==> src/cam_defs.svh <==
`ifndef CAM_DEFS_SVH
`define CAM_DEFS_SVH

// ====================
// Sensor side widths
// ====================
`define CAM_RAW_W      12     // Raw Bayer sample
`define CAM_COORD_W    12     // Pixel/line index and frame size

// Hue works on the top bits of each component only
`define CAM_COMP_W     8

// Samples of one even row kept for the next odd row
`define CAM_LINE_MAX   1280

// ====================
// Pipeline and meter
// ====================
`define CAM_HUE_LAT    3      // Stages in hue_calc

// Frame-rate window, counted in pixel clocks
`define CAM_RATE_TICKS 4096

`define CAM_CNT_W      32     // Frame counter and rate result

`endif

==> src/pix_pkg.sv <==
`default_nettype none

`include "cam_defs.svh"

package pix_pkg;

  // Full-precision reconstructed pixel
  typedef struct packed {
    logic [`CAM_RAW_W-1:0] red;
    logic [`CAM_RAW_W-1:0] green;
    logic [`CAM_RAW_W-1:0] blue;
  } rgb_pixel_t;

  typedef logic [7:0]  hue_t;       // 0..255 around the colour wheel
  typedef logic [15:0] pix_word_t;  // One output word per pixel

  // Output format select, RGB when high
  typedef enum logic {
    MODE_HUE = 1'b0,
    MODE_RGB = 1'b1
  } pix_mode_e;

endpackage : pix_pkg

`default_nettype wire

==> src/cam_stream_if.sv <==
`default_nettype none
`timescale 1ns/1ps

`include "cam_defs.svh"


// ====================
// RGB pixel stream
// ====================
interface rgb_if ();
  logic                  valid;
  logic [`CAM_RAW_W-1:0] red;
  logic [`CAM_RAW_W-1:0] green;
  logic [`CAM_RAW_W-1:0] blue;

  modport src (output valid, red, green, blue);
  modport dst (input  valid, red, green, blue);
endinterface : rgb_if

`default_nettype wire

==> src/pixel_packer.sv <==
`default_nettype none
`timescale 1ns/1ps

`include "cam_defs.svh"

module pixel_packer
  import pix_pkg::*;
(
  input  logic      ccd_pixel_clk,
  input  logic      arst_n,
  input  pix_mode_e mode,
  rgb_if.dst        rgb,
  rgb_if.dst        hue_rgb,
  input  hue_t      hue,
  output pix_word_t word,
  output logic      write
);

  localparam int RW = `CAM_RAW_W;

  always_ff @(posedge ccd_pixel_clk or negedge arst_n) begin
    if (!arst_n) write <= 1'b0;
    else if (mode == MODE_RGB) write <= rgb.valid;
    else write <= hue_rgb.valid;  // Hue is aligned with the delayed strobe
  end

  // RGB555 with a spare top bit, or hue in the low byte
  always_ff @(posedge ccd_pixel_clk) begin
    if (mode == MODE_RGB && rgb.valid) begin
      word <= {1'b0, rgb.red[RW-1 -: 5], rgb.green[RW-1 -: 5], rgb.blue[RW-1 -: 5]};
    end else if (mode == MODE_HUE && hue_rgb.valid) begin
      word <= {8'h00, hue};
    end
  end

endmodule : pixel_packer

`default_nettype wire

==> src/flat_wrapper.sv <==
// flat-port wrapper written by rule: the top's interface ports become plain ports
module pixel_packer_flat import pix_pkg::*;
  (ccd_pixel_clk, arst_n, mode, hue, word, write, rgb_valid, rgb_red, rgb_green, rgb_blue, hue_rgb_valid, hue_rgb_red, hue_rgb_green, hue_rgb_blue);
  rgb_if rgb_i ();
  rgb_if hue_rgb_i ();
  input  logic ccd_pixel_clk;
  input  logic arst_n;
  input  pix_mode_e mode;
  input  hue_t hue;
  output pix_word_t word;
  output logic write;
  input wire logic [$bits(rgb_i.valid)-1:0] rgb_valid;
  input wire logic [$bits(rgb_i.red)-1:0] rgb_red;
  input wire logic [$bits(rgb_i.green)-1:0] rgb_green;
  input wire logic [$bits(rgb_i.blue)-1:0] rgb_blue;
  input wire logic [$bits(hue_rgb_i.valid)-1:0] hue_rgb_valid;
  input wire logic [$bits(hue_rgb_i.red)-1:0] hue_rgb_red;
  input wire logic [$bits(hue_rgb_i.green)-1:0] hue_rgb_green;
  input wire logic [$bits(hue_rgb_i.blue)-1:0] hue_rgb_blue;
  assign rgb_i.valid = rgb_valid;
  assign rgb_i.red = rgb_red;
  assign rgb_i.green = rgb_green;
  assign rgb_i.blue = rgb_blue;
  assign hue_rgb_i.valid = hue_rgb_valid;
  assign hue_rgb_i.red = hue_rgb_red;
  assign hue_rgb_i.green = hue_rgb_green;
  assign hue_rgb_i.blue = hue_rgb_blue;
  pixel_packer u_core (.ccd_pixel_clk(ccd_pixel_clk), .arst_n(arst_n), .mode(mode), .rgb(rgb_i), .hue_rgb(hue_rgb_i), .hue(hue), .word(word), .write(write));
endmodule
==> config.mk <==
export PLATFORM = sky130hd
export DESIGN_NAME = pixel_packer_flat
export DESIGN_NICKNAME = d
export VERILOG_FILES = /design/src/pix_pkg.sv /design/src/cam_stream_if.sv /design/src/pixel_packer.sv /design/src/flat_wrapper.sv
export VERILOG_INCLUDE_DIRS = /design/src /design/src/src
export SDC_FILE = /design/constraint.sdc
export NUM_CORES = 1
export LEC_CHECK = 0
export BUFFER_PORTS_ARGS = -buffer_cell sky130_fd_sc_hd__buf_2
export CAP_MARGIN = 20
export CORE_UTILIZATION = 31
export CTS_BUF_LIST = sky130_fd_sc_hd__clkbuf_8
export DETAILED_ROUTE_END_ITERATION = 7
export PLACE_DENSITY = 0.9
export SYNTH_ARGS = -nofsm -noshare
export SYNTH_HDL_FRONTEND = slang
export SYNTH_SLANG_ARGS = --single-unit
==> constraint.sdc <==
create_clock -name ccd_pixel_clk -period 0.8 [get_ports ccd_pixel_clk]
set_input_delay 0.08 -clock ccd_pixel_clk [delete_from_list [all_inputs] [get_ports ccd_pixel_clk]]
set_output_delay 0.08 -clock ccd_pixel_clk [all_outputs]
set_load 0.01 [all_outputs]
* After elaboration in Yosys (flattened, before gate mapping)
Index checks and enable logic that the tools add are counted.
** Operators by class
- Muxes and demuxes :: 3
- Bitwise gates (word level) :: 1
- Reductions and logical operators :: 3
** Operators by type and width (number)
- $mux W15 :: 2
- $logic_and A1 B1 Y1 :: 2
- $reduce_bool A2 Y1 :: 1
- $mux W1 :: 1
- $not A1 Y1 :: 1
** Word-level totals
- Flip-flop bits (word level) :: 16
- Input port bits :: 85
- Output and inout bits :: 17
- Word-level logic and storage cells :: 9

* Depth between registers and ports, before layout
Gate-level depths: netlist of run 1.
- Depth in word-level cells :: 4
- Depth in mapped cells :: 2
- Mapped depth without buffers :: 2

* Worst setup path after synthesis of run 1
No wires, ideal clock.
- Path kind :: input port to flip-flop
- Start :: in hue_rgb_valid
- End :: reg u_core.word[0] (enable)
- Setup time :: 410 ps
- Arrival :: 1260 ps
- Required time :: 390 ps
- Setup slack :: -870 ps
- Cell stages on the path :: 2
- Buffers on the path :: 0
- Path through :: inv_1 o21ai_0
** On the way
- Word-level cells in the longest chain between the ends :: 2
** Ends and longest elaborated chain
- from (decl) :: RTL line flat_wrapper.sv:16 : input wire logic [$bits(hue_rgb_i.valid)-1:0] hue_rgb_valid;
- $logic_and A1 B1 Y1 :: RTL line pixel_packer.sv:31 : end else if (mode == MODE_HUE && hue_rgb.valid) begin
- $reduce_bool A2 Y1 (no source line)
- to (signal assigned) :: RTL line pixel_packer.sv:30 : word <= {1'b0, rgb.red[RW-1 -: 5], rgb.green[RW-1 -: 5], rgb.blue[RW-1 -: 5]};
- to (signal assigned) :: RTL line pixel_packer.sv:32 : word <= {8'h00, hue};
- to (decl) :: RTL line pixel_packer.sv:15 : output pix_word_t word,
Every way passes these cells.
A chain may end at the register's enable or synchronous reset.

* Worst setup path in the final report of run 1
- Start :: reg u_core.word[12]
- End :: out word[12]
** RTL lines
- to (decl) :: RTL line flat_wrapper.sv:10 : output pix_word_t word;
No word-level cell between the ends.

==> results of run 1 <==
==> stage by stage <==
| step | setup WS, ns | cell area, sq um | setup TNS, ns |
|---|---|---|---|
| final | -0.0351 | 1020 | -0.264 |
| after global routing | -0.0744 | 1020 | -0.877 |
| after CTS | -0.0392 | 1010 | -0.364 |
| after detailed placement | -0.215 | 947 | -3.97 |
| after global placement | -0.181 | 947 | -3.26 |
| after floorplan | 0.0183 | 661 | 0 |
==> logic make-up (layout without fill, tap and decap cells) <==
family / count (synthesis) / after routing / synth area share (%)
mux: 8 / 8 / 13.9
compound gates: 1 / 1 / 0.770
simple gates: 8 / 8 / 9.83
other cells: 1 / 1 / 0.577
flops: 16 / 16 / 73.2
buf+inv: 2 / 55 / 1.73
==> power by group through the flow <==
stage / Clock [mW] / Combinational [mW] / Sequential (mW)
floorplan: 0 / 0.0827 / 1.10
global placement: 0 / 0.317 / 1.05
detailed placement: 0 / 0.325 / 1.05
CTS: 0.690 / 0.329 / 1.03
global route: 0.724 / 0.358 / 1.05
finish: 0.682 / 0.328 / 1.03
==> per-layer routing <==
metal,wire length (um),share of wire [%],vias up
li1,-,-,243
met1,453,37,219
met2,564,46,33
met3,207,17,0
met4,0,0,0
met5,0,0,-
==> cell usage in the layout (no fill, tap or decap), drive strengths merged <==
cell         count
clkbuf           4
edfxtp          15
o21ai            1
and3             7
buf             49
nand2            1
dlygate4sd3      1
dfrtp            1
conb             1
inv              1
mux2             8
==> final cells by class <==
cell class	instances	area (sq um)	share of cell area, %
Tap cell	27	33.8	3.32
Timing Repair Buffer	50	277	27.1
Clock buffer	4	55.1	5.41
Multi-Input combinational cell	18	174	17.1
Sequential cell	16	475	46.7
Inverter	1	3.75	0.369
==> worst min path at each step <==
stage	to	slack, ns	depth (start not counted)
floorplan	u_core.write	-0.22	0
global placement	u_core.write	-0.14	1
detailed placement	u_core.write	-0.14	1
CTS	u_core.write	0.14	2
global route	u_core.word[0]	0.14	2
finish	u_core.write	0.14	2
==> flip-flops by register name, summed over array words and instances (netlist names) <==
signal	flops
u_core.word	15
u_core.write	1
==> repair_timing <==
| item | in CTS | in global routing |
|---|---|---|
| hold buffers | 1 | 0 |
| endpoints found under the hold margin | 1 | 0 |
| setup endpoints to repair | 16 | 16 |
| resized for setup | 0 | 1 |
==> results by group, run 1 <==
Run status
  • Failing checks: setup timing
  • Status: finished, violations left

Worst setup path
  • Crit Path Max Fanout: 1
  • Worst Setup SP: u_core.word[12]
  • Required @ worst endpoint: 0.72 ns
  • Worst path cell trace: buf_2
  • CP bufs+invs: 1
  • Max incr delay on CP: 0.37 ns
  • Critical Path Source Type: flop
  • Largest delay share family, worst path: flip-flops
  • WS Path Type: flop to output port
  • Data arrival, critical path: 0.76 ns
  • Number of cells on the critical path: 1
  • Setup crit end kind: output port
  • Crit path to: word[12]
  • Max stage delay cell, worst path: edfxtp_1

Floorplanning
  • Die X: 47.8 um
  • Chip height: 47.8 um
  • Core Region: 0.00196 sq mm
  • Initial Utilization: 33.1%
  • Io pins: 102
  • Row count: 16
  • Die area: 0.00228 sq mm

Global route
  • Vias in the first global route: 364
  • Met2 GRT Util: 15.4%
  • Largest net degree at the start of global routing: 10
  • Grt met1 use: 11.4%
  • Initial antenna violation count: 0
  • Global routing's busiest layer: met2
  • Grt total ovfl: 0
  • Routing usage on met3: 4.53%
  • Total track usage: 9.63%
  • First-pass GRT wire length: 1480 um

CTS
  • CTS Buffer Depth: 2
  • Cts bufs inserted: 3
  • Clock Tree Root: clkbuf_8
  • Clock transition at path regs: 0.06 ns
  • CTS tree: built
  • CTS sink cnt: 16
  • CTS H-tree depth: 1
  • Number of setup buffers added after CTS: 0

Route
  • DRT iter0 DRCs: 6
  • Via count: 495
  • WL final: 1230 um
  • Drt first pass iters: 4
  • Via-to-Cell Ratio: 4.27
  • DR DRC count: 0
  • Drt wl/cell: 10.6 um
  • DRT antenna net count: 0

Logic synthesis
  • Most numerous cell in the Yosys netlist: edfxtp_1
  • Net count after synthesis: 121
  • Async set-reset flop share out of synthesis: 6.25%
  • Synth Warn #: 0
  • Share of the synthesized area in the top cell type: 69.4%
  • Distinct cells, synth: 9
  • Main synth FF type: edfxtp_1
  • Top cells by area, synth: edfxtp_1, mux2_2, and3_2, dfrtp_1, nand2_4
  • Synth Instances: 36
  • Synth area leader: edfxtp_1
  • Syn avg cell area: 18.0 sq um
  • Synth Register Bits: 16
  • Most instantiated cells after synthesis: edfxtp_1, mux2_2, and3_2
  • Post-synthesis sequential area ratio: 73.2%
  • Area of the mapped netlist: 649 sq um
  • Number of flops mapped to enable cells by yosys: 15

STA
  • Worst hold slack: 0.137 ns
  • Max Freq: 1200 MHz
  • Fin worst setup slack: -0.0351 ns
  • Final Cycle Share: 104%
  • Final Setup Violations: 16
  • Fin crit period: 0.835 ns
  • Final hold viol count: 0
  • RSZ-0062 raised after global routing: true
  • Max-slew violations: 0

Power and ir drop
  • Sw frac: 20.4%
  • Reg power frac: 50.6%
  • Clock power frac: 33.4%
  • Leak: 0.474 nW
  • P_sw: 0.417 mW
  • Internal: 1.63 mW
  • Peak VDD IR: 0.00107 V
  • Total power: 2.04 mW
  • Logic gate share of total power: 16.1%
  • Pwr/cell area: 2010 mW/mm^2

Placed design
  • Number of port buffers: 43
  • Dpl hpwl: 1040 um
  • Placed Cells incl. Taps: 111
  • Global placement routability congestion: 0.702

Finish
  • Nets: 175
  • Final core utilization: 51.9%
  • Antenna Cells: 0
  • Cell Count, Final, Fillers Out: 116
  • Share of cells above drive strength 1: 79.8%
  • Area growth syn-to-layout: 56.8%
  • Fill cell count: 199

Worst hold path
  • Hold WC Path Type: primary input to asynchronous set/reset pin

Run
  • Max_cap viols: 0
Note: power is estimated with default switching activity, not from simulation.
==> inputs of run 2 (changes only) <==
Clock period 0.8 ns to 1 ns, I/O delays scaled along.
==> results by group, run 2 (synthesized netlist as in run 1, its figures left out) <==
Run status
  • Status: finished, final reports clean

Route
  • Via-to-Cell Ratio: 4.11
  • DRT antenna net count: 0
  • DR DRC count: 0
  • Via count: 468
  • Drt first pass iters: 2
  • DRT iter0 DRCs: 3
  • Drt wl/cell: 9.91 um
  • WL final: 1130 um

CTS
  • Cts bufs inserted: 3
  • Clock Tree Root: clkbuf_8
  • Clock transition at path regs: 0.06 ns
  • CTS tree: built
  • Number of setup buffers added after CTS: 0
  • CTS Buffer Depth: 2
  • CTS H-tree depth: 1
  • CTS sink cnt: 16

Finish
  • Biggest regs: u_core.word: 15 flops, u_core.write: 1 flops
  • Most frequent cells in the layout: buf_2, edfxtp_1, mux2_2
  • Nets: 173
  • Antenna Cells: 0
  • Share of cells above drive strength 1: 78.2%
  • Cell Count, Final, Fillers Out: 114
  • Post-route cell area: 0.00100 sq mm
  • Largest register FFs: 15
  • Most common cell after layout, fill and taps aside: buf_2
  • Fill cell count: 192
  • Area growth syn-to-layout: 54.3%
  • Register with the most flip-flops: u_core.word

STA
  • Setup TNS: 0 ns
  • Final hold viol count: 0
  • Final Setup Violations: 0
  • Final Cycle Share: 85.1%
  • Max Freq: 1180 MHz
  • Fin crit period: 0.851 ns
  • RSZ-0062 raised after global routing: false
  • Max-slew violations: 0
  • Fin worst setup slack: 0.149 ns

Power and ir drop
  • P_sw: 0.329 mW
  • Total power: 1.62 mW
  • Peak VDD IR: 0.000907 V
  • Leak: 0.467 nW
  • Sw frac: 20.2%
  • Internal: 1.30 mW
  • Pwr/cell area: 1620 mW/mm^2
  • Reg power frac: 50.8%
  • Logic gate share of total power: 15.5%
  • Clock power frac: 33.7%

Worst setup path
  • WS Path Type: flop to output port
  • Crit Path Max Fanout: 1
  • Worst path cell trace: buf_2
  • Data arrival, critical path: 0.75 ns
  • Setup crit end kind: output port
  • Max stage delay cell, worst path: edfxtp_1
  • Critical Path Source Type: flop
  • Max incr delay on CP: 0.36 ns
  • CP bufs+invs: 1
  • Largest delay share family, worst path: flip-flops
  • Required @ worst endpoint: 0.90 ns

Global route
  • Vias in the first global route: 366
  • First-pass GRT wire length: 1410 um
  • Total track usage: 9.53%
  • Initial antenna violation count: 0
  • Grt total ovfl: 0
  • Largest net degree at the start of global routing: 17

Floorplanning
  • Die area: 0.00228 sq mm
  • Row count: 16
  • Io pins: 102
  • Core Region: 0.00196 sq mm
  • Die X: 47.8 um
  • Chip height: 47.8 um
  • Initial Utilization: 33.1%

Run
  • Max_cap viols: 0

Worst hold path
  • Hold-critical path depth: 2
  • Hold Startpoint: hue[2]
  • Hold Path Sink: u_core.word[2]
  • Hold WC Path Type: primary input to flop

Placed design
  • Placed instance area: 937 sq um
  • Global placement routability congestion: 0.709
  • Worst slack at placement: 0.00781 ns
  • Number of port buffers: 43
  • Placed Cells incl. Taps: 109
-- run 2: through the flow --
stage	hold slack, ns	util (%)
final	0.154	51.1
after global routing	0.157	51.1
after CTS	0.149	51.1
after detailed placement	-0.124	47.8
after global placement	-0.124	47.8
after floorplan	-0.196	-
-- run 2: power by group through the flow --
stage	combinational, mW	sequential, mW	clock, mW
after global routing	0.278	0.835	0.584
final	0.251	0.826	0.547
after floorplan	0.0628	0.883	0
after CTS	0.254	0.827	0.564
after detailed placement	0.251	0.840	0
after global placement	0.247	0.837	0
-- run 2: cell type report --
type / count / area [sq um] / share of cell area, %
clock buffers: 4 / 55.1 / 5.49
flip-flops and latches: 16 / 475 / 47.4
inverters: 1 / 3.75 / 0.375
multi-input cells: 18 / 166 / 16.6
well taps: 27 / 33.8 / 3.37
repair buffers: 48 / 268 / 26.7
-- run 2: worst max path at each step --
stage                                from  cells past startpoint  slack (ns)             end
final                     u_core.word[13]                      1        0.15        word[13]
after global routing       u_core.word[5]                      1        0.11         word[5]
after CTS                  u_core.word[9]                      1        0.13         word[9]
after detailed placement             mode                      3       0.008  u_core.word[7]
after global placement               mode                      3        0.02  u_core.word[7]
after floorplan             hue_rgb_valid                      2        0.01  u_core.word[0]
-- run 2: timing repair --
| action | CTS | global route |
|---|---|---|
| hold buffers | 1 | 0 |
| resized for setup | 0 | 0 |
| hold endpoints to repair | 1 | 0 |
-- run 2: per-layer routing --
| layer | vias up | part of all wire (%) | track usage (%) |
|---|---|---|---|
| met2 | 36 | 43 | 12.2 |
| li1 | 237 | - | - |
| met1 | 193 | 39 | 12.0 |
| met4 | 0 | 1.5 | 6.67 |
| met3 | 2 | 17 | 5.28 |
| met5 | - | 0 | 0 |
