**src/cam_defs.svh**
```systemverilog
`ifndef CAM_DEFS_SVH
`define CAM_DEFS_SVH

// ====================
// Sensor side widths
// ====================
`define CAM_RAW_W      12     // Raw Bayer sample
`define CAM_COORD_W    12     // Pixel/line index and frame size

// Hue works on the top bits of each component only
`define CAM_COMP_W     8

// Samples of one even row kept for the next odd row
`define CAM_LINE_MAX   1280

// ====================
// Pipeline and meter
// ====================
`define CAM_HUE_LAT    3      // Stages in hue_calc

// Frame-rate window, counted in pixel clocks
`define CAM_RATE_TICKS 4096

`define CAM_CNT_W      32     // Frame counter and rate result

`endif

```
**src/cam_pkg.sv**
```systemverilog
`default_nettype none

`include "cam_defs.svh"

package cam_pkg;

  // ====================
  // Raw sensor sample
  // ====================

  // Registered pin bundle with data on top
  typedef struct packed {
    logic [`CAM_RAW_W-1:0] data;  // Bayer sample
    logic                  fval;  // Frame valid level
    logic                  lval;  // Line valid level
  } raw_sample_t;

  // Column or row index or frame size
  typedef logic [`CAM_COORD_W-1:0] coord_t;

endpackage : cam_pkg

`default_nettype wire

```
**src/cam_stream_if.sv**
```systemverilog
`default_nettype none
`timescale 1ns/1ps

`include "cam_defs.svh"

// ====================
// Captured sample stream
// ====================
interface cap_if import cam_pkg::*; ();
  logic                  valid;        // One active sample
  logic [`CAM_RAW_W-1:0] data;
  coord_t                x;
  coord_t                y;
  logic                  frame_start;  // Single pulse per captured frame

  modport src (output valid, data, x, y, frame_start);
  modport dst (input  valid, data, x, y, frame_start);
endinterface : cap_if


`default_nettype wire

```
**src/capture_ctrl.sv**
```systemverilog
`default_nettype none
`timescale 1ns/1ps

`include "cam_defs.svh"

module capture_ctrl
  import cam_pkg::*;
(
  input  logic                  ccd_pixel_clk,
  input  logic                  arst_n,
  input  raw_sample_t           sample,
  input  logic                  start,
  input  coord_t                width,
  input  coord_t                height,
  cap_if.src                    cap,
  output logic [`CAM_CNT_W-1:0] frame_count,
  output logic [`CAM_CNT_W-1:0] frame_rate,
  output logic                  rate_pulse
);

  localparam int TICK_W = $clog2(`CAM_RATE_TICKS);

  logic                  fval_d;      // Frame valid, last cycle
  logic                  capturing;
  logic                  fval_rise;
  logic                  fval_fall;
  logic                  frame_go;    // Rise seen with start high
  logic                  active;      // Sample belongs to a captured frame
  coord_t                x_cnt;       // Position of the next sample
  coord_t                y_cnt;
  coord_t                cur_x;       // Position of this sample
  coord_t                cur_y;
  logic                  valid_q;
  logic                  frame_start_q;
  logic [`CAM_RAW_W-1:0] data_q;
  coord_t                x_q;
  coord_t                y_q;
  logic [TICK_W-1:0]     tick_cnt;
  logic [`CAM_CNT_W-1:0] count_snap;  // frame_count at last window end

  assign fval_rise = sample.fval & ~fval_d;
  assign fval_fall = ~sample.fval & fval_d;
  assign frame_go  = fval_rise & start;
  assign active    = (capturing | frame_go) & sample.fval & sample.lval;
  assign cur_x     = fval_rise ? '0 : x_cnt;  // Frame restarts at 0,0
  assign cur_y     = fval_rise ? '0 : y_cnt;

  // ====================
  // Gating and coordinates
  // ====================
  always_ff @(posedge ccd_pixel_clk or negedge arst_n) begin
    if (!arst_n) begin
      fval_d        <= 1'b0;
      capturing     <= 1'b0;
      x_cnt         <= '0;
      y_cnt         <= '0;
      valid_q       <= 1'b0;
      frame_start_q <= 1'b0;
    end else begin
      fval_d        <= sample.fval;
      valid_q       <= active;
      frame_start_q <= frame_go;
      if (frame_go) capturing <= 1'b1;        // Armed only at the rise
      else if (fval_fall) capturing <= 1'b0;  // Frame always finished
      if (active) begin
        if (cur_x == width - 1'b1) begin      // End of line, wrap
          x_cnt <= '0;
          y_cnt <= (cur_y == height - 1'b1) ? cur_y : cur_y + 1'b1;
        end else begin
          x_cnt <= cur_x + 1'b1;
          y_cnt <= cur_y;
        end
      end else if (fval_rise) begin
        x_cnt <= '0;
        y_cnt <= '0;
      end
    end
  end

  always_ff @(posedge ccd_pixel_clk) begin
    if (active) begin
      data_q <= sample.data;
      x_q    <= cur_x;
      y_q    <= cur_y;
    end
  end

  assign cap.valid       = valid_q;
  assign cap.data        = data_q;
  assign cap.x           = x_q;
  assign cap.y           = y_q;
  assign cap.frame_start = frame_start_q;

  // ====================
  // Frame count and rate meter
  // ====================
  always_ff @(posedge ccd_pixel_clk or negedge arst_n) begin
    if (!arst_n) begin
      frame_count <= '0;
      tick_cnt    <= '0;
      count_snap  <= '0;
      frame_rate  <= '0;
      rate_pulse  <= 1'b0;
    end else begin
      if (frame_start_q) frame_count <= frame_count + 1'b1;
      if (tick_cnt == TICK_W'(`CAM_RATE_TICKS - 1)) begin
        tick_cnt   <= '0;
        frame_rate <= frame_count - count_snap;  // Frames in this window
        count_snap <= frame_count;
        rate_pulse <= ~rate_pulse;
      end else begin
        tick_cnt <= tick_cnt + 1'b1;
      end
    end
  end

endmodule : capture_ctrl

`default_nettype wire

```
**src/flat_wrapper.sv**
```systemverilog
// flat-port wrapper written by rule: the top's interface ports become plain ports
module capture_ctrl_flat import cam_pkg::*;
  (ccd_pixel_clk, arst_n, sample, start, width, height, frame_count, frame_rate, rate_pulse, cap_valid, cap_data, cap_x, cap_y, cap_frame_start);
  cap_if cap_i ();
  input  logic ccd_pixel_clk;
  input  logic arst_n;
  input  raw_sample_t sample;
  input  logic start;
  input  coord_t width;
  input  coord_t height;
  output logic [`CAM_CNT_W-1:0] frame_count;
  output logic [`CAM_CNT_W-1:0] frame_rate;
  output logic rate_pulse;
  output wire logic [$bits(cap_i.valid)-1:0] cap_valid;
  output wire logic [$bits(cap_i.data)-1:0] cap_data;
  output wire logic [$bits(cap_i.x)-1:0] cap_x;
  output wire logic [$bits(cap_i.y)-1:0] cap_y;
  output wire logic [$bits(cap_i.frame_start)-1:0] cap_frame_start;
  assign cap_valid = cap_i.valid;
  assign cap_data = cap_i.data;
  assign cap_x = cap_i.x;
  assign cap_y = cap_i.y;
  assign cap_frame_start = cap_i.frame_start;
  capture_ctrl u_core (.ccd_pixel_clk(ccd_pixel_clk), .arst_n(arst_n), .sample(sample), .start(start), .width(width), .height(height), .cap(cap_i), .frame_count(frame_count), .frame_rate(frame_rate), .rate_pulse(rate_pulse));
endmodule
```
**config.mk**
```make
export PLATFORM = sky130hd
export DESIGN_NAME = capture_ctrl_flat
export DESIGN_NICKNAME = d
export VERILOG_FILES = /design/src/cam_pkg.sv /design/src/cam_stream_if.sv /design/src/capture_ctrl.sv /design/src/flat_wrapper.sv
export VERILOG_INCLUDE_DIRS = /design/src /design/src/src
export SDC_FILE = /design/constraint.sdc
export NUM_CORES = 1
export LEC_CHECK = 0
export BUFFER_PORTS_ARGS = -buffer_cell sky130_fd_sc_hd__buf_2
export CAP_MARGIN = 20
export CORE_ASPECT_RATIO = 0.8
export CORE_MARGIN = 4
export CORE_UTILIZATION = 40
export CTS_BUF_LIST = sky130_fd_sc_hd__clkbuf_8
export DETAILED_ROUTE_END_ITERATION = 7
export PLACE_DENSITY = 0.58
export SETUP_SLACK_MARGIN = 0.15
export SLEW_MARGIN = 20
export SYNTH_ARGS = -nofsm -noshare
export SYNTH_HDL_FRONTEND = slang
export SYNTH_SLANG_ARGS = --single-unit
```
**constraint.sdc**
```tcl
create_clock -name ccd_pixel_clk -period 3.6 [get_ports ccd_pixel_clk]
set_clock_uncertainty 0.15 [all_clocks]
set_input_delay 0.54 -clock ccd_pixel_clk [delete_from_list [all_inputs] [get_ports ccd_pixel_clk]]
set_output_delay 0.54 -clock ccd_pixel_clk [all_outputs]
set_load 0.02 [all_outputs]
```
After elaboration in Yosys (flattened, before gate mapping)

Index checks and enable logic that the tools add are counted.

Input port bits: 41
Logic and storage cells: 44
Bits in registers: 173
Output and inout bits: 103

Reductions and logical operators: 1
Bitwise operators: 9
Add/subtract/negate cells: 7
Mux-type cells: 10
Equality and inequality tests: 3

Operator list:

| cell                    | number |
|---|---|
| $mux W12                | 8 |
| $add A12 B1 Y12 const B | 3 |
| $add A32 B1 Y32 const B | 1 |
| $sub A32 B32 Y32        | 1 |
| $eq A12 B12 Y1          | 2 |
| $sub A12 B1 Y12 const B | 2 |
| $eq A12 B12 Y1 const B  | 1 |
| $and A1 B1 Y1           | 5 |
| $not A1 Y1              | 3 |
| $mux W1                 | 2 |
| $reduce_bool A2 Y1      | 1 |
| $or A1 B1 Y1            | 1 |

Depth between registers and ports, before layout

Gate-level depths: netlist of the first run.

Depth after elaboration: 7
Mapped depth: 14
Gate-level depth less buffers: 11

Worst setup path before layout of the first run

No wires, ideal clock.

Kind: in2reg
Start: in height[3]
End: reg u_core.y_cnt[1]
Arrival time: 2,880 ps
Setup time: 125 ps
Buffers on the path: 1
Required time: 3,325 ps
Cell stages on the path: 8
Setup slack: 445 ps
Path through: or4_4 or3_4 nor3_4 xnor2_1 or4_1 o2111a_2 buf_6 mux2_4

Word-level cells in the longest chain between the ends: 5

RTL lines:

| item                 | line               | RTL |
|---|---|---|
| start, declared      | flat_wrapper.sv:10 | `input coord_t height;` |
| $sub A12 B1 Y12      | capture_ctrl.sv:68 | `y_cnt <= (cur_y == height - 1'b1) ? cur_y : cur_y + 1'b1;` |
| $eq A12 B12 Y1       | capture_ctrl.sv:68 |  |
| $mux W12             | capture_ctrl.sv:68 |  |
| $mux W12             | capture_ctrl.sv:66 | `if (cur_x == width - 1'b1) begin` |
| $mux W12             | capture_ctrl.sv:65 | `if (active) begin` |
| end signal, assigned | capture_ctrl.sv:68 |  |
| end signal, assigned | capture_ctrl.sv:71 | `y_cnt <= cur_y;` |
| end, declared        | capture_ctrl.sv:30 | `coord_t y_cnt;` |

Every way passes these cells.
A chain may end at the register's enable or synchronous reset.

Worst setup path in the final report of the first run

Start: reg u_core.frame_count[3]
End: reg u_core.frame_rate[29]

Word-level cells in the longest chain between the ends: 1

RTL lines:

| item                   | line                | RTL |
|---|---|---|
| start, declared        | capture_ctrl.sv:16  | `` output logic [`CAM_CNT_W-1:0] frame_count, `` |
| start signal, assigned | capture_ctrl.sv:105 | `if (frame_start_q) frame_count <= frame_count + 1'b1;` |
| $sub A32 B32 Y32       | capture_ctrl.sv:108 | `frame_rate <= frame_count - count_snap;` |
| end signal, assigned   | capture_ctrl.sv:108 |  |
| end, declared          | capture_ctrl.sv:17  | `` output logic [`CAM_CNT_W-1:0] frame_rate, `` |

Every way passes these cells.

==> impl_metrics.env, run 1 <==
export IMPL_worst_pin_slew_ps=701.8
export IMPL_whs_ps=73.23
export IMPL_worst_ir_drop_on_vdd_uv=212.4
export IMPL_syn_num_nets=1072
export IMPL_final_nets=1227
export IMPL_rsz0062_at_grt="no"
export IMPL_detailedRoute_firstPassIterationCount=4
export IMPL_route_detailed_vias_per_inst=5.160
export IMPL_fin_ws_ps=265.8
export IMPL_layout_drive_gt1_share=0.1929
export IMPL_ys_seq_elements=173
export IMPL_critical_path_class="flip-flop to flip-flop"
export IMPL_grt_pass1_wl_um=38010
export IMPL_pin_count_of_the_biggest_net_entering_global_routing=71
export IMPL_worstSkewPairLatency_ps=470
export IMPL_synth_edf_count=36
export IMPL_grt_total_usage=0.1736
export IMPL_detail_route_wl_per_cell_um=15.61
export IMPL_clk_root_buffer_cell="sky130_fd_sc_hd__clkbuf_8"
export IMPL_synth_top_cell_area_share=0.3578
export IMPL_fp_dieH_um=146.4
export IMPL_num_vias=7601
export IMPL_fmax_mhz=299.9
export IMPL_timing_setup_tns_ps=0
export IMPL_setup_viol_count_final=0
export IMPL_grt_overflow=0
export IMPL_layout_worst_path_cycle_share=0.9262
export IMPL_worstPathArrival_ps=3520
export IMPL_rows=50
export IMPL_core_area_mm2=0.02346
export IMPL_place_hpwl_um=17310
export IMPL_setup_worst_path_end_class="flip-flop"
export IMPL_timing_critical_path_required_ps=3790
export IMPL_mappedNetlistArea_mm2=0.009580
export IMPL_yosysUniqueCellTypes=71
export IMPL_place_worst_setup_slack_ps=-8.697
export IMPL_async_reset_ff_frac=0.7919
export IMPL_most_common_library_cell_in_the_layout_ignoring_fill_and_taps="sky130_fd_sc_hd__buf_2"
export IMPL_postRouteWirelength_um=22990
export IMPL_clkSinkCount=173
export IMPL_most_common_layout_cells="sky130_fd_sc_hd__buf_2 (142), sky130_fd_sc_hd__dfrtp_1 (137), sky130_fd_sc_hd__nand2_1 (125)"
export IMPL_synth_warning_count=0
export IMPL_synth_top_cells_by_area="sky130_fd_sc_hd__dfrtp_1 (36%), sky130_fd_sc_hd__edfxtp_1 (11%), sky130_fd_sc_hd__xnor2_1 (5.4%)"
export IMPL_max_clock_path_buffers=2
export IMPL_leakagePower_uw=0.005352
export IMPL_detail_route_drc_violations=0
export IMPL_crit_fanout=5
export IMPL_synth_area_leader_cell="sky130_fd_sc_hd__dfrtp_1"
export IMPL_antenna_found_initial=0
export IMPL_area_growth_syn_to_layout_pct=16.51
export IMPL_io_buffer_count=143
export IMPL_syn_inst=993
export IMPL_timing_max_transition_violations_final=0
export IMPL_floorplan_initialDensity=0.4084
export IMPL_tritoncts="yes"
export IMPL_cell_pwr_density_mw_per_mm2=404.4
export IMPL_cts_post_setup_buffers_inserted=0
export IMPL_startpoint_of_the_most_critical_register_to_register_path="u_core.frame_count[3]"
export IMPL_initialDrtViolationCount=449
export IMPL_cts_htree_levels=4
export IMPL_worst_setup_path_startpoint="u_core.frame_count[3]"
export IMPL_critPathLaunchType="flip-flop"
export IMPL_number_of_global_route_vias_before_repair=7243
export IMPL_hold_start="sample[1]"
export IMPL_boundaryPins=144
export IMPL_min_delay_path_class="input port to flip-flop"
export IMPL_dominantRegCellSynth="sky130_fd_sc_hd__dfrtp_1"
export IMPL_final_hold_viol_count=0
export IMPL_max_transition_margin=0.5307
export IMPL_max_cap_viol_count=0
export IMPL_cts_clk_slew_worst_paths_ps=110
export IMPL_synth_area_per_cell_um2=9.648
export IMPL_cts_made_buffers=17
export IMPL_min_period_ps=3334
export IMPL_yosysSeqAreaShare=0.4707
export IMPL_outcome="completed"
export IMPL_diodes=0
export IMPL_gp_congestion=0.8630
export IMPL_die_area_mm2=0.02651
export IMPL_drt_antenna_violating_nets=0
export IMPL_die_w_um=181.0
-- kinds of logic (layout without fill, tap and decap cells) --
kind of cell             Yosys count  after routing  share of synthesized area
adder cells (fa/ha/maj)           38             38                    0.05041
XOR/XNOR                          94             94                    0.08933
buffers and inverters             94            262                    0.03761
flip-flops                       173            173                     0.4707
AND/OR/NAND/NOR                  371            371                     0.2001
multiplexers                       6              6                   0.007313
AO/OA/AOI/OAI                    217            217                     0.1446
-- final timing paths --
path	to	slack, ps	cells past startpoint
max	u_core.frame_rate[29]	270	9
min	u_core.fval_d	70	1
max reg2reg	u_core.frame_rate[29]	270	9
min reg2reg	u_core.rate_pulse	330	1
max in group asynchronous	u_core.frame_count[27]	2030	3
min in group asynchronous	u_core.frame_count[13]	510	2
-- per-layer routing --
layer  global-route usage  up-vias  share of wire
li1                     -     3836              -
met1               0.2610     3599           0.51
met2               0.2668      154           0.44
met3              0.02790       12          0.039
met4              0.03601        0         0.0079
met5                    0        -              0
-- worst max-delay path, stage by stage (launching register included) --
cell and delay (ps):
sky130_fd_sc_hd__dfrtp_1 390, sky130_fd_sc_hd__ha_1 370, sky130_fd_sc_hd__a21o_1 220, sky130_fd_sc_hd__a211oi_1 440, sky130_fd_sc_hd__nand3_1 140, sky130_fd_sc_hd__a41oi_1 410, sky130_fd_sc_hd__o21ai_1 230, sky130_fd_sc_hd__a311oi_2 390
sky130_fd_sc_hd__o21ai_0 160, sky130_fd_sc_hd__a221o_1 310
-- synthesized netlist by cell type (all sizes together), types with 6 or more instances --
cell,n
or4,6
o21ai,85
nor3b,6
nor4,7
a21o,18
nand2b,12
nand3,40
a211o,6
nand4,21
xor2,33
nor3,16
a21oi,37
clkbuf,34
and2,21
inv,58
dfrtp,137
o211ai,7
nor2,44
edfxtp,36
and4,9
or3,10
ha,37
a21boi,8
xnor2,59
nor2b,8
nand2,125
and3,29
-- timing repair --
item	in CTS	in global routing
pin swaps	0	0
hold endpoints to repair	68	0
resized for setup	1	2
endpoints found under the setup margin	1	14
hold buffers	1	0
-- state kept, by name, summed over array words and instances (netlist names), 12 cells and up --
signal / count
u_core.cap.data: 12
u_core.cap.x: 12
u_core.tick_cnt: 12
u_core.count_snap: 32
u_core.y_cnt: 12
u_core.x_cnt: 12
u_core.frame_count: 32
u_core.cap.y: 12
u_core.frame_rate: 32
-- layout make-up --
class                      instances  area [µm²]
inverter                          58       217.7
tap                              312       390.4
multi-input combinational        726        4721
fill                            2253       12300
timing repair buffer             172       954.7
clock inverter                    14       121.4
sequential                       173        4509
clock buffer                      18       247.7
-- metrics by stage --
step | util | instances | total power [µW] | area [µm²]
floorplan | - | 993 | 2870 | 9580
CTS | 0.4757 | 1473 | 4570 | 11160
global placement | 0.4593 | 1440 | 3207 | 10770
detailed placement | 0.4593 | 1440 | 3213 | 10770
global route | 0.4758 | 1473 | 4764 | 11160
finish | 0.4758 | 1473 | 4514 | 11160
-- report_power, final --
part / leakage (µW) / total, µW / switching, µW / internal [µW]
clock network: 0.000191 / 1330 / 761 / 569
logic: 0.00293 / 1100 / 638 / 462
registers: 0.00224 / 2080 / 42.0 / 2040
No activity file was read; power rests on OpenSTA's default activity.
==> inputs of run 2 (changes only) <==
Settings changed: REMOVE_ABC_BUFFERS from default to 1.
==> run 2 against run 1 <==
- wire length is 0.43% higher
- first-iteration DRC count is 18% higher
- hold slack better by 26 ps
- core utilization is 0.58 points higher
- sequential power hardly changed
- worst setup slack better by 120 ps
- clock power is 22% higher
- global-route usage is 0.35 points higher
- power is 6.2% higher
- critical endpoint is now u_core.frame_rate[25]
- highest routed layer unchanged
==> impl_metrics.env, run 2 (synthesis results as in run 1) <==
export IMPL_outcome="completed"
export IMPL_pin_count_of_the_biggest_net_entering_global_routing=105
export IMPL_most_common_layout_cells="sky130_fd_sc_hd__buf_2 (142), sky130_fd_sc_hd__dfrtp_1 (137), sky130_fd_sc_hd__nand2_1 (125)"
export IMPL_worstHoldEndpoint="u_core.cap.data[4]"
export IMPL_drt_antenna_violating_nets=0
export IMPL_area_growth_syn_to_layout_pct=17.93
export IMPL_cts_htree_levels=4
export IMPL_worst_pin_slew_ps=697.1
export IMPL_crit_path_top_delay_cell="sky130_fd_sc_hd__dfrtp_1"
export IMPL_route_detailed_vias_per_inst=5.158
export IMPL_min_delay_path_class="input port to flip-flop"
export IMPL_registers_with_the_highest_flip_flop_counts="u_core.count_snap: 32 flops, u_core.frame_count: 32 flops, u_core.frame_rate: 32 flops"
export IMPL_worstPathArrival_ps=3440
export IMPL_min_delay_path_depth=1
export IMPL_hold_start="sample[6]"
export IMPL_max_clock_path_buffers=2
export IMPL_setup_worst_path_end_class="flip-flop"
export IMPL_detailedRoute_firstPassIterationCount=5
export IMPL_critPathLaunchType="flip-flop"
export IMPL_layout_worst_path_cycle_share=0.8918
export IMPL_timing_setup_tns_ps=0
export IMPL_number_of_global_route_vias_before_repair=7494
export IMPL_worstSkewPairLatency_ps=460
export IMPL_grt_total_usage=0.1771
export IMPL_leakagePower_uw=0.005399
export IMPL_antenna_found_initial=0
export IMPL_rsz0062_at_grt="no"
export IMPL_floorplan_initialDensity=0.4084
export IMPL_globalRouteMet3Util=0.04035
export IMPL_startpoint_of_the_most_critical_register_to_register_path="u_core.frame_count[3]"
export IMPL_final_nets=1228
export IMPL_postRouteWirelength_um=23090
export IMPL_final_hold_viol_count=0
export IMPL_crit_path_max_cell_delay_ps=470
export IMPL_diodes=0
export IMPL_min_period_ps=3210
export IMPL_cp_cell_sequence="ha_1 > a21o_1 > a211oi_2 > nand3_1 > a41oi_1 > o21ai_0 > a311o_1 > a2111o_1 > o211ai_1"
export IMPL_timing_max_transition_violations_final=0
export IMPL_grt_pass1_wl_um=39080
export IMPL_tritoncts="yes"
export IMPL_grt_met2_usage=0.2696
export IMPL_timing_critical_path_required_ps=3830
export IMPL_crit_reg2reg_capture="u_core.frame_rate[25]"
export IMPL_worst_ir_drop_on_vdd_uv=210.0
export IMPL_initialDrtViolationCount=528
export IMPL_max_cap_viol_count=0
export IMPL_rows=50
export IMPL_max_transition_margin=0.5352
export IMPL_die_area_mm2=0.02651
export IMPL_gp_congestion=0.8351
export IMPL_grtUsageMet1=0.2591
export IMPL_detail_route_wl_per_cell_um=15.66
export IMPL_cts_post_setup_buffers_inserted=0
export IMPL_cts_made_buffers=17
export IMPL_fmax_mhz=311.5
export IMPL_detail_route_drc_violations=0
export IMPL_num_vias=7603
export IMPL_grt_overflow=0
export IMPL_io_buffer_count=143
export IMPL_core_area_mm2=0.02346
export IMPL_boundaryPins=144
export IMPL_setup_reg_to_reg_worst_slack_ps=390
export IMPL_clkSinkCount=173
export IMPL_cts_clk_slew_worst_paths_ps=100
export IMPL_place_hpwl_um=17320
export IMPL_clk_root_buffer_cell="sky130_fd_sc_hd__clkbuf_8"
export IMPL_whs_ps=99.47
export IMPL_setup_viol_count_final=0
export IMPL_die_w_um=181.0
export IMPL_crit_fanout=6
export IMPL_fp_dieH_um=146.4
export IMPL_layout_drive_gt1_share=0.1962
export IMPL_most_common_library_cell_in_the_layout_ignoring_fill_and_taps="sky130_fd_sc_hd__buf_2"
export IMPL_rr_worst_depth=9
export IMPL_global_route_peak_usage_layer="met2"
export IMPL_critical_path_class="flip-flop to flip-flop"
export IMPL_cell_pwr_density_mw_per_mm2=424.2
run 2: cell count changes in the layout (fill, tap and decap cells not counted), sizes merged:
cell	change
buf	+1
inv	-1
clkinv	-3
bufinv	+4
run 2: stage by stage:
stage	total power, µW	cells	utilization	setup WS [ps]	cell area (µm²)
global placement	3188	1440	0.4593	101.3	10770
detailed placement	3195	1440	0.4593	91.01	10770
floorplan	2867	957	-	-30.41	9438
global route	5065	1474	0.4816	199.6	11300
CTS	4837	1472	0.4794	243.0	11250
finish	4793	1474	0.4816	389.6	11300
run 2: where the power goes:
part	total [µW]	switching [µW]	internal, µW
Sequential	2080	42.6	2040
Clock	1620	765	859
Combinational	1080	602	483
Total	4790	1410	3380
run 2: worst max path at each step:
stage / from / endpoint / slack (ps) / cells after the start
after global routing: u_core.frame_count[3] / u_core.frame_rate[25] / 200 / 9
after detailed placement: height[3] / u_core.y_cnt[5] / 90 / 9
after CTS: u_core.frame_count[3] / u_core.frame_rate[29] / 240 / 9
after global placement: height[3] / u_core.y_cnt[5] / 100 / 9
final: u_core.frame_count[3] / u_core.frame_rate[25] / 390 / 9
after floorplan: u_core.tick_cnt[0] / u_core.frame_rate[23] / -30 / 7
run 2: repair_timing:
action,in CTS,in global routing
hold buffers,0,1
endpoints found under the setup margin,0,5
resized for setup,0,3
hold endpoints to repair,0,58
run 2: worst max-delay path, delay by kind of cell (launching register included):
kind / cells / cell delay [ps]
AND/OR/NAND/NOR: 1 / 120
AO/OA/AOI/OAI: 7 / 1990
flip-flops: 1 / 470
adder cells (fa/ha/maj): 1 / 400
run 2: routing by layer:
layer	up-vias	wire (µm)
met5	-	0
met4	0	230
met3	18	1067
met2	169	10150
met1	3575	11640
li1	3841	-
run 2: area by class of cell:
class / count / area, µm²
inverters: 58 / 217.7
clock buffers: 18 / 247.7
multi-input cells: 726 / 4726
repair buffers: 173 / 982.2
fillers: 2306 / 12160
flip-flops and latches: 173 / 4509
well taps: 312 / 390.4
clock inverters: 14 / 225.2
==> inputs of run 3 (changes only) <==
Settings changed: BUFFER_PORTS_ARGS -buffer_cell sky130_fd_sc_hd__buf_2 to -buffer_cell sky130_fd_sc_hd__buf_4, CORE_ASPECT_RATIO 0.8 to 1.5.
==> run 3 against run 2 <==
- maximum frequency fell by 2.8%
- flip-flop and latch count did not move
- highest routed layer unchanged
- critical endpoint unchanged
- first-iteration DRC count fell by 46%
- die area rose by 0.13%
- largest cell class unchanged
- largest power group unchanged
==> impl_metrics.env, run 3 (synthesis results as in run 1) <==
export IMPL_outcome="completed"
export IMPL_cts_made_buffers=17
export IMPL_crit_fanout=5
export IMPL_min_period_ps=3303
export IMPL_rows=69
export IMPL_detailedRoute_firstPassIterationCount=4
export IMPL_critical_path_class="flip-flop to flip-flop"
export IMPL_die_w_um=134.4
export IMPL_gp_congestion=0.8844
export IMPL_leakagePower_uw=0.005427
export IMPL_cts_clk_slew_worst_paths_ps=100
export IMPL_die_area_mm2=0.02654
export IMPL_core_area_mm2=0.02366
export IMPL_layout_filler_cells=2379
export IMPL_clkSinkCount=173
export IMPL_final_hold_viol_count=0
export IMPL_area_growth_syn_to_layout_pct=20.75
export IMPL_fmax_mhz=302.7
export IMPL_fp_dieH_um=197.5
export IMPL_max_cap_viol_count=0
export IMPL_detail_route_drc_violations=0
export IMPL_worst_pin_slew_ps=645.6
export IMPL_initialDrtViolationCount=283
export IMPL_setup_worst_path_end_class="flip-flop"
export IMPL_boundaryPins=144
export IMPL_drt_antenna_violating_nets=0
export IMPL_setup_viol_count_final=0
export IMPL_place_hpwl_um=18090
export IMPL_final_nets=1231
export IMPL_cts_htree_levels=4
export IMPL_fin_ws_ps=296.5
export IMPL_most_common_library_cell_in_the_layout_ignoring_fill_and_taps="sky130_fd_sc_hd__buf_4"
export IMPL_max_transition_margin=0.5650
export IMPL_timing_setup_tns_ps=0
export IMPL_route_detailed_vias_per_inst=5.168
export IMPL_num_vias=7669
export IMPL_detail_route_wl_per_cell_um=15.98
export IMPL_rsz0062_at_grt="no"
export IMPL_timing_max_transition_violations_final=0
export IMPL_diodes=0
export IMPL_clk_root_buffer_cell="sky130_fd_sc_hd__clkbuf_8"
export IMPL_max_clock_path_buffers=2
export IMPL_layout_drive_gt1_share=0.1974
export IMPL_cell_pwr_density_mw_per_mm2=392.5
export IMPL_tritoncts="yes"
export IMPL_grt_pass1_wl_um=39740
export IMPL_most_common_layout_cells="sky130_fd_sc_hd__buf_4 (172), sky130_fd_sc_hd__dfrtp_1 (137), sky130_fd_sc_hd__nand2_1 (125)"
export IMPL_grt_total_usage=0.1859
export IMPL_registers_with_the_highest_flip_flop_counts="u_core.count_snap: 32 flops, u_core.frame_count: 32 flops, u_core.frame_rate: 32 flops"
export IMPL_final_core_util=0.4891
export IMPL_layout_worst_path_cycle_share=0.9176
export IMPL_critPathLaunchType="flip-flop"
export IMPL_pin_count_of_the_biggest_net_entering_global_routing=63
export IMPL_grt_overflow=0
export IMPL_place_worst_setup_slack_ps=58.94
export IMPL_timing_critical_path_required_ps=3840
export IMPL_number_of_global_route_vias_before_repair=7946
export IMPL_worst_ir_drop_on_vdd_uv=228.0
export IMPL_postRouteWirelength_um=23710
export IMPL_floorplan_initialDensity=0.4050
export IMPL_worstPathArrival_ps=3540
export IMPL_antenna_found_initial=0
export IMPL_min_delay_path_class="input port to flip-flop"
export IMPL_worstSkewPairLatency_ps=470
export IMPL_io_buffer_count=143
run 3: area by class of cell:
class,instances,area [µm²],area share
Tap cell,319,399.1,0.03450
Multi-Input combinational cell,726,4721,0.4081
Inverter,58,217.7,0.01882
Clock inverter,14,121.4,0.01049
Timing Repair Buffer,176,1353,0.1169
Sequential cell,173,4509,0.3898
Clock buffer,18,247.7,0.02141
run 3: repair_timing:
item                                    4_1_cts  5_1_grt
setup buffers                                 0        0
endpoints found under the setup margin        0        2
hold buffers                                  1        0
hold endpoints to repair                     60        0
resized for setup                             0        2
run 3: metal layers:
layer  up-vias  wire (µm)  share of wire  global-route usage
met4         0        866          0.037             0.08679
li1       3838          -              -                   -
met3        42        640          0.027             0.03262
met1      3656       9524           0.40              0.2114
met5         -          0              0                   0
met2       133      12680           0.53              0.3368
run 3: final timing paths:
kind / start / endpoint / slack [ps] / cells past startpoint
min in group asynchronous: arst_n / u_core.frame_count[13] / 470 / 2
min: sample[1] / u_core.fval_d / 60 / 1
max: u_core.frame_count[3] / u_core.frame_rate[25] / 300 / 9
max reg2reg: u_core.frame_count[3] / u_core.frame_rate[25] / 300 / 9
max in group asynchronous: arst_n / u_core.frame_rate[0] / 2030 / 3
min reg2reg: u_core.tick_cnt[8] / u_core.tick_cnt[8] / 320 / 1
run 3: stage by stage:
step | hold WS [ps] | total power, µW | cells | cell area (µm²)
after global placement | 304.8 | 3262 | 1451 | 11180
final | 57.56 | 4541 | 1484 | 11570
after CTS | 12.13 | 4602 | 1484 | 11560
after floorplan | 94.41 | 2867 | 957 | 9438
after global routing | 14.71 | 4817 | 1484 | 11570
after detailed placement | 307.9 | 3263 | 1451 | 11180
run 3: worst max-delay path: stages (launching register included):
cell and delay, ps:
sky130_fd_sc_hd__dfrtp_1 390, sky130_fd_sc_hd__ha_1 370, sky130_fd_sc_hd__a21o_1 230, sky130_fd_sc_hd__a211oi_1 340
sky130_fd_sc_hd__nand3_1 160, sky130_fd_sc_hd__a41oi_1 310, sky130_fd_sc_hd__o21ai_0 310, sky130_fd_sc_hd__a311o_1 470
sky130_fd_sc_hd__a2111o_1 390, sky130_fd_sc_hd__o211ai_1 90
run 3: where the power goes:
group          internal, µW  switching [µW]  leakage [µW]  total [µW]
registers              2040            45.0       0.00224        2090
logic                   518             627       0.00300        1140
clock network           524             785      0.000190        1310
total                  3080            1460       0.00543        4540
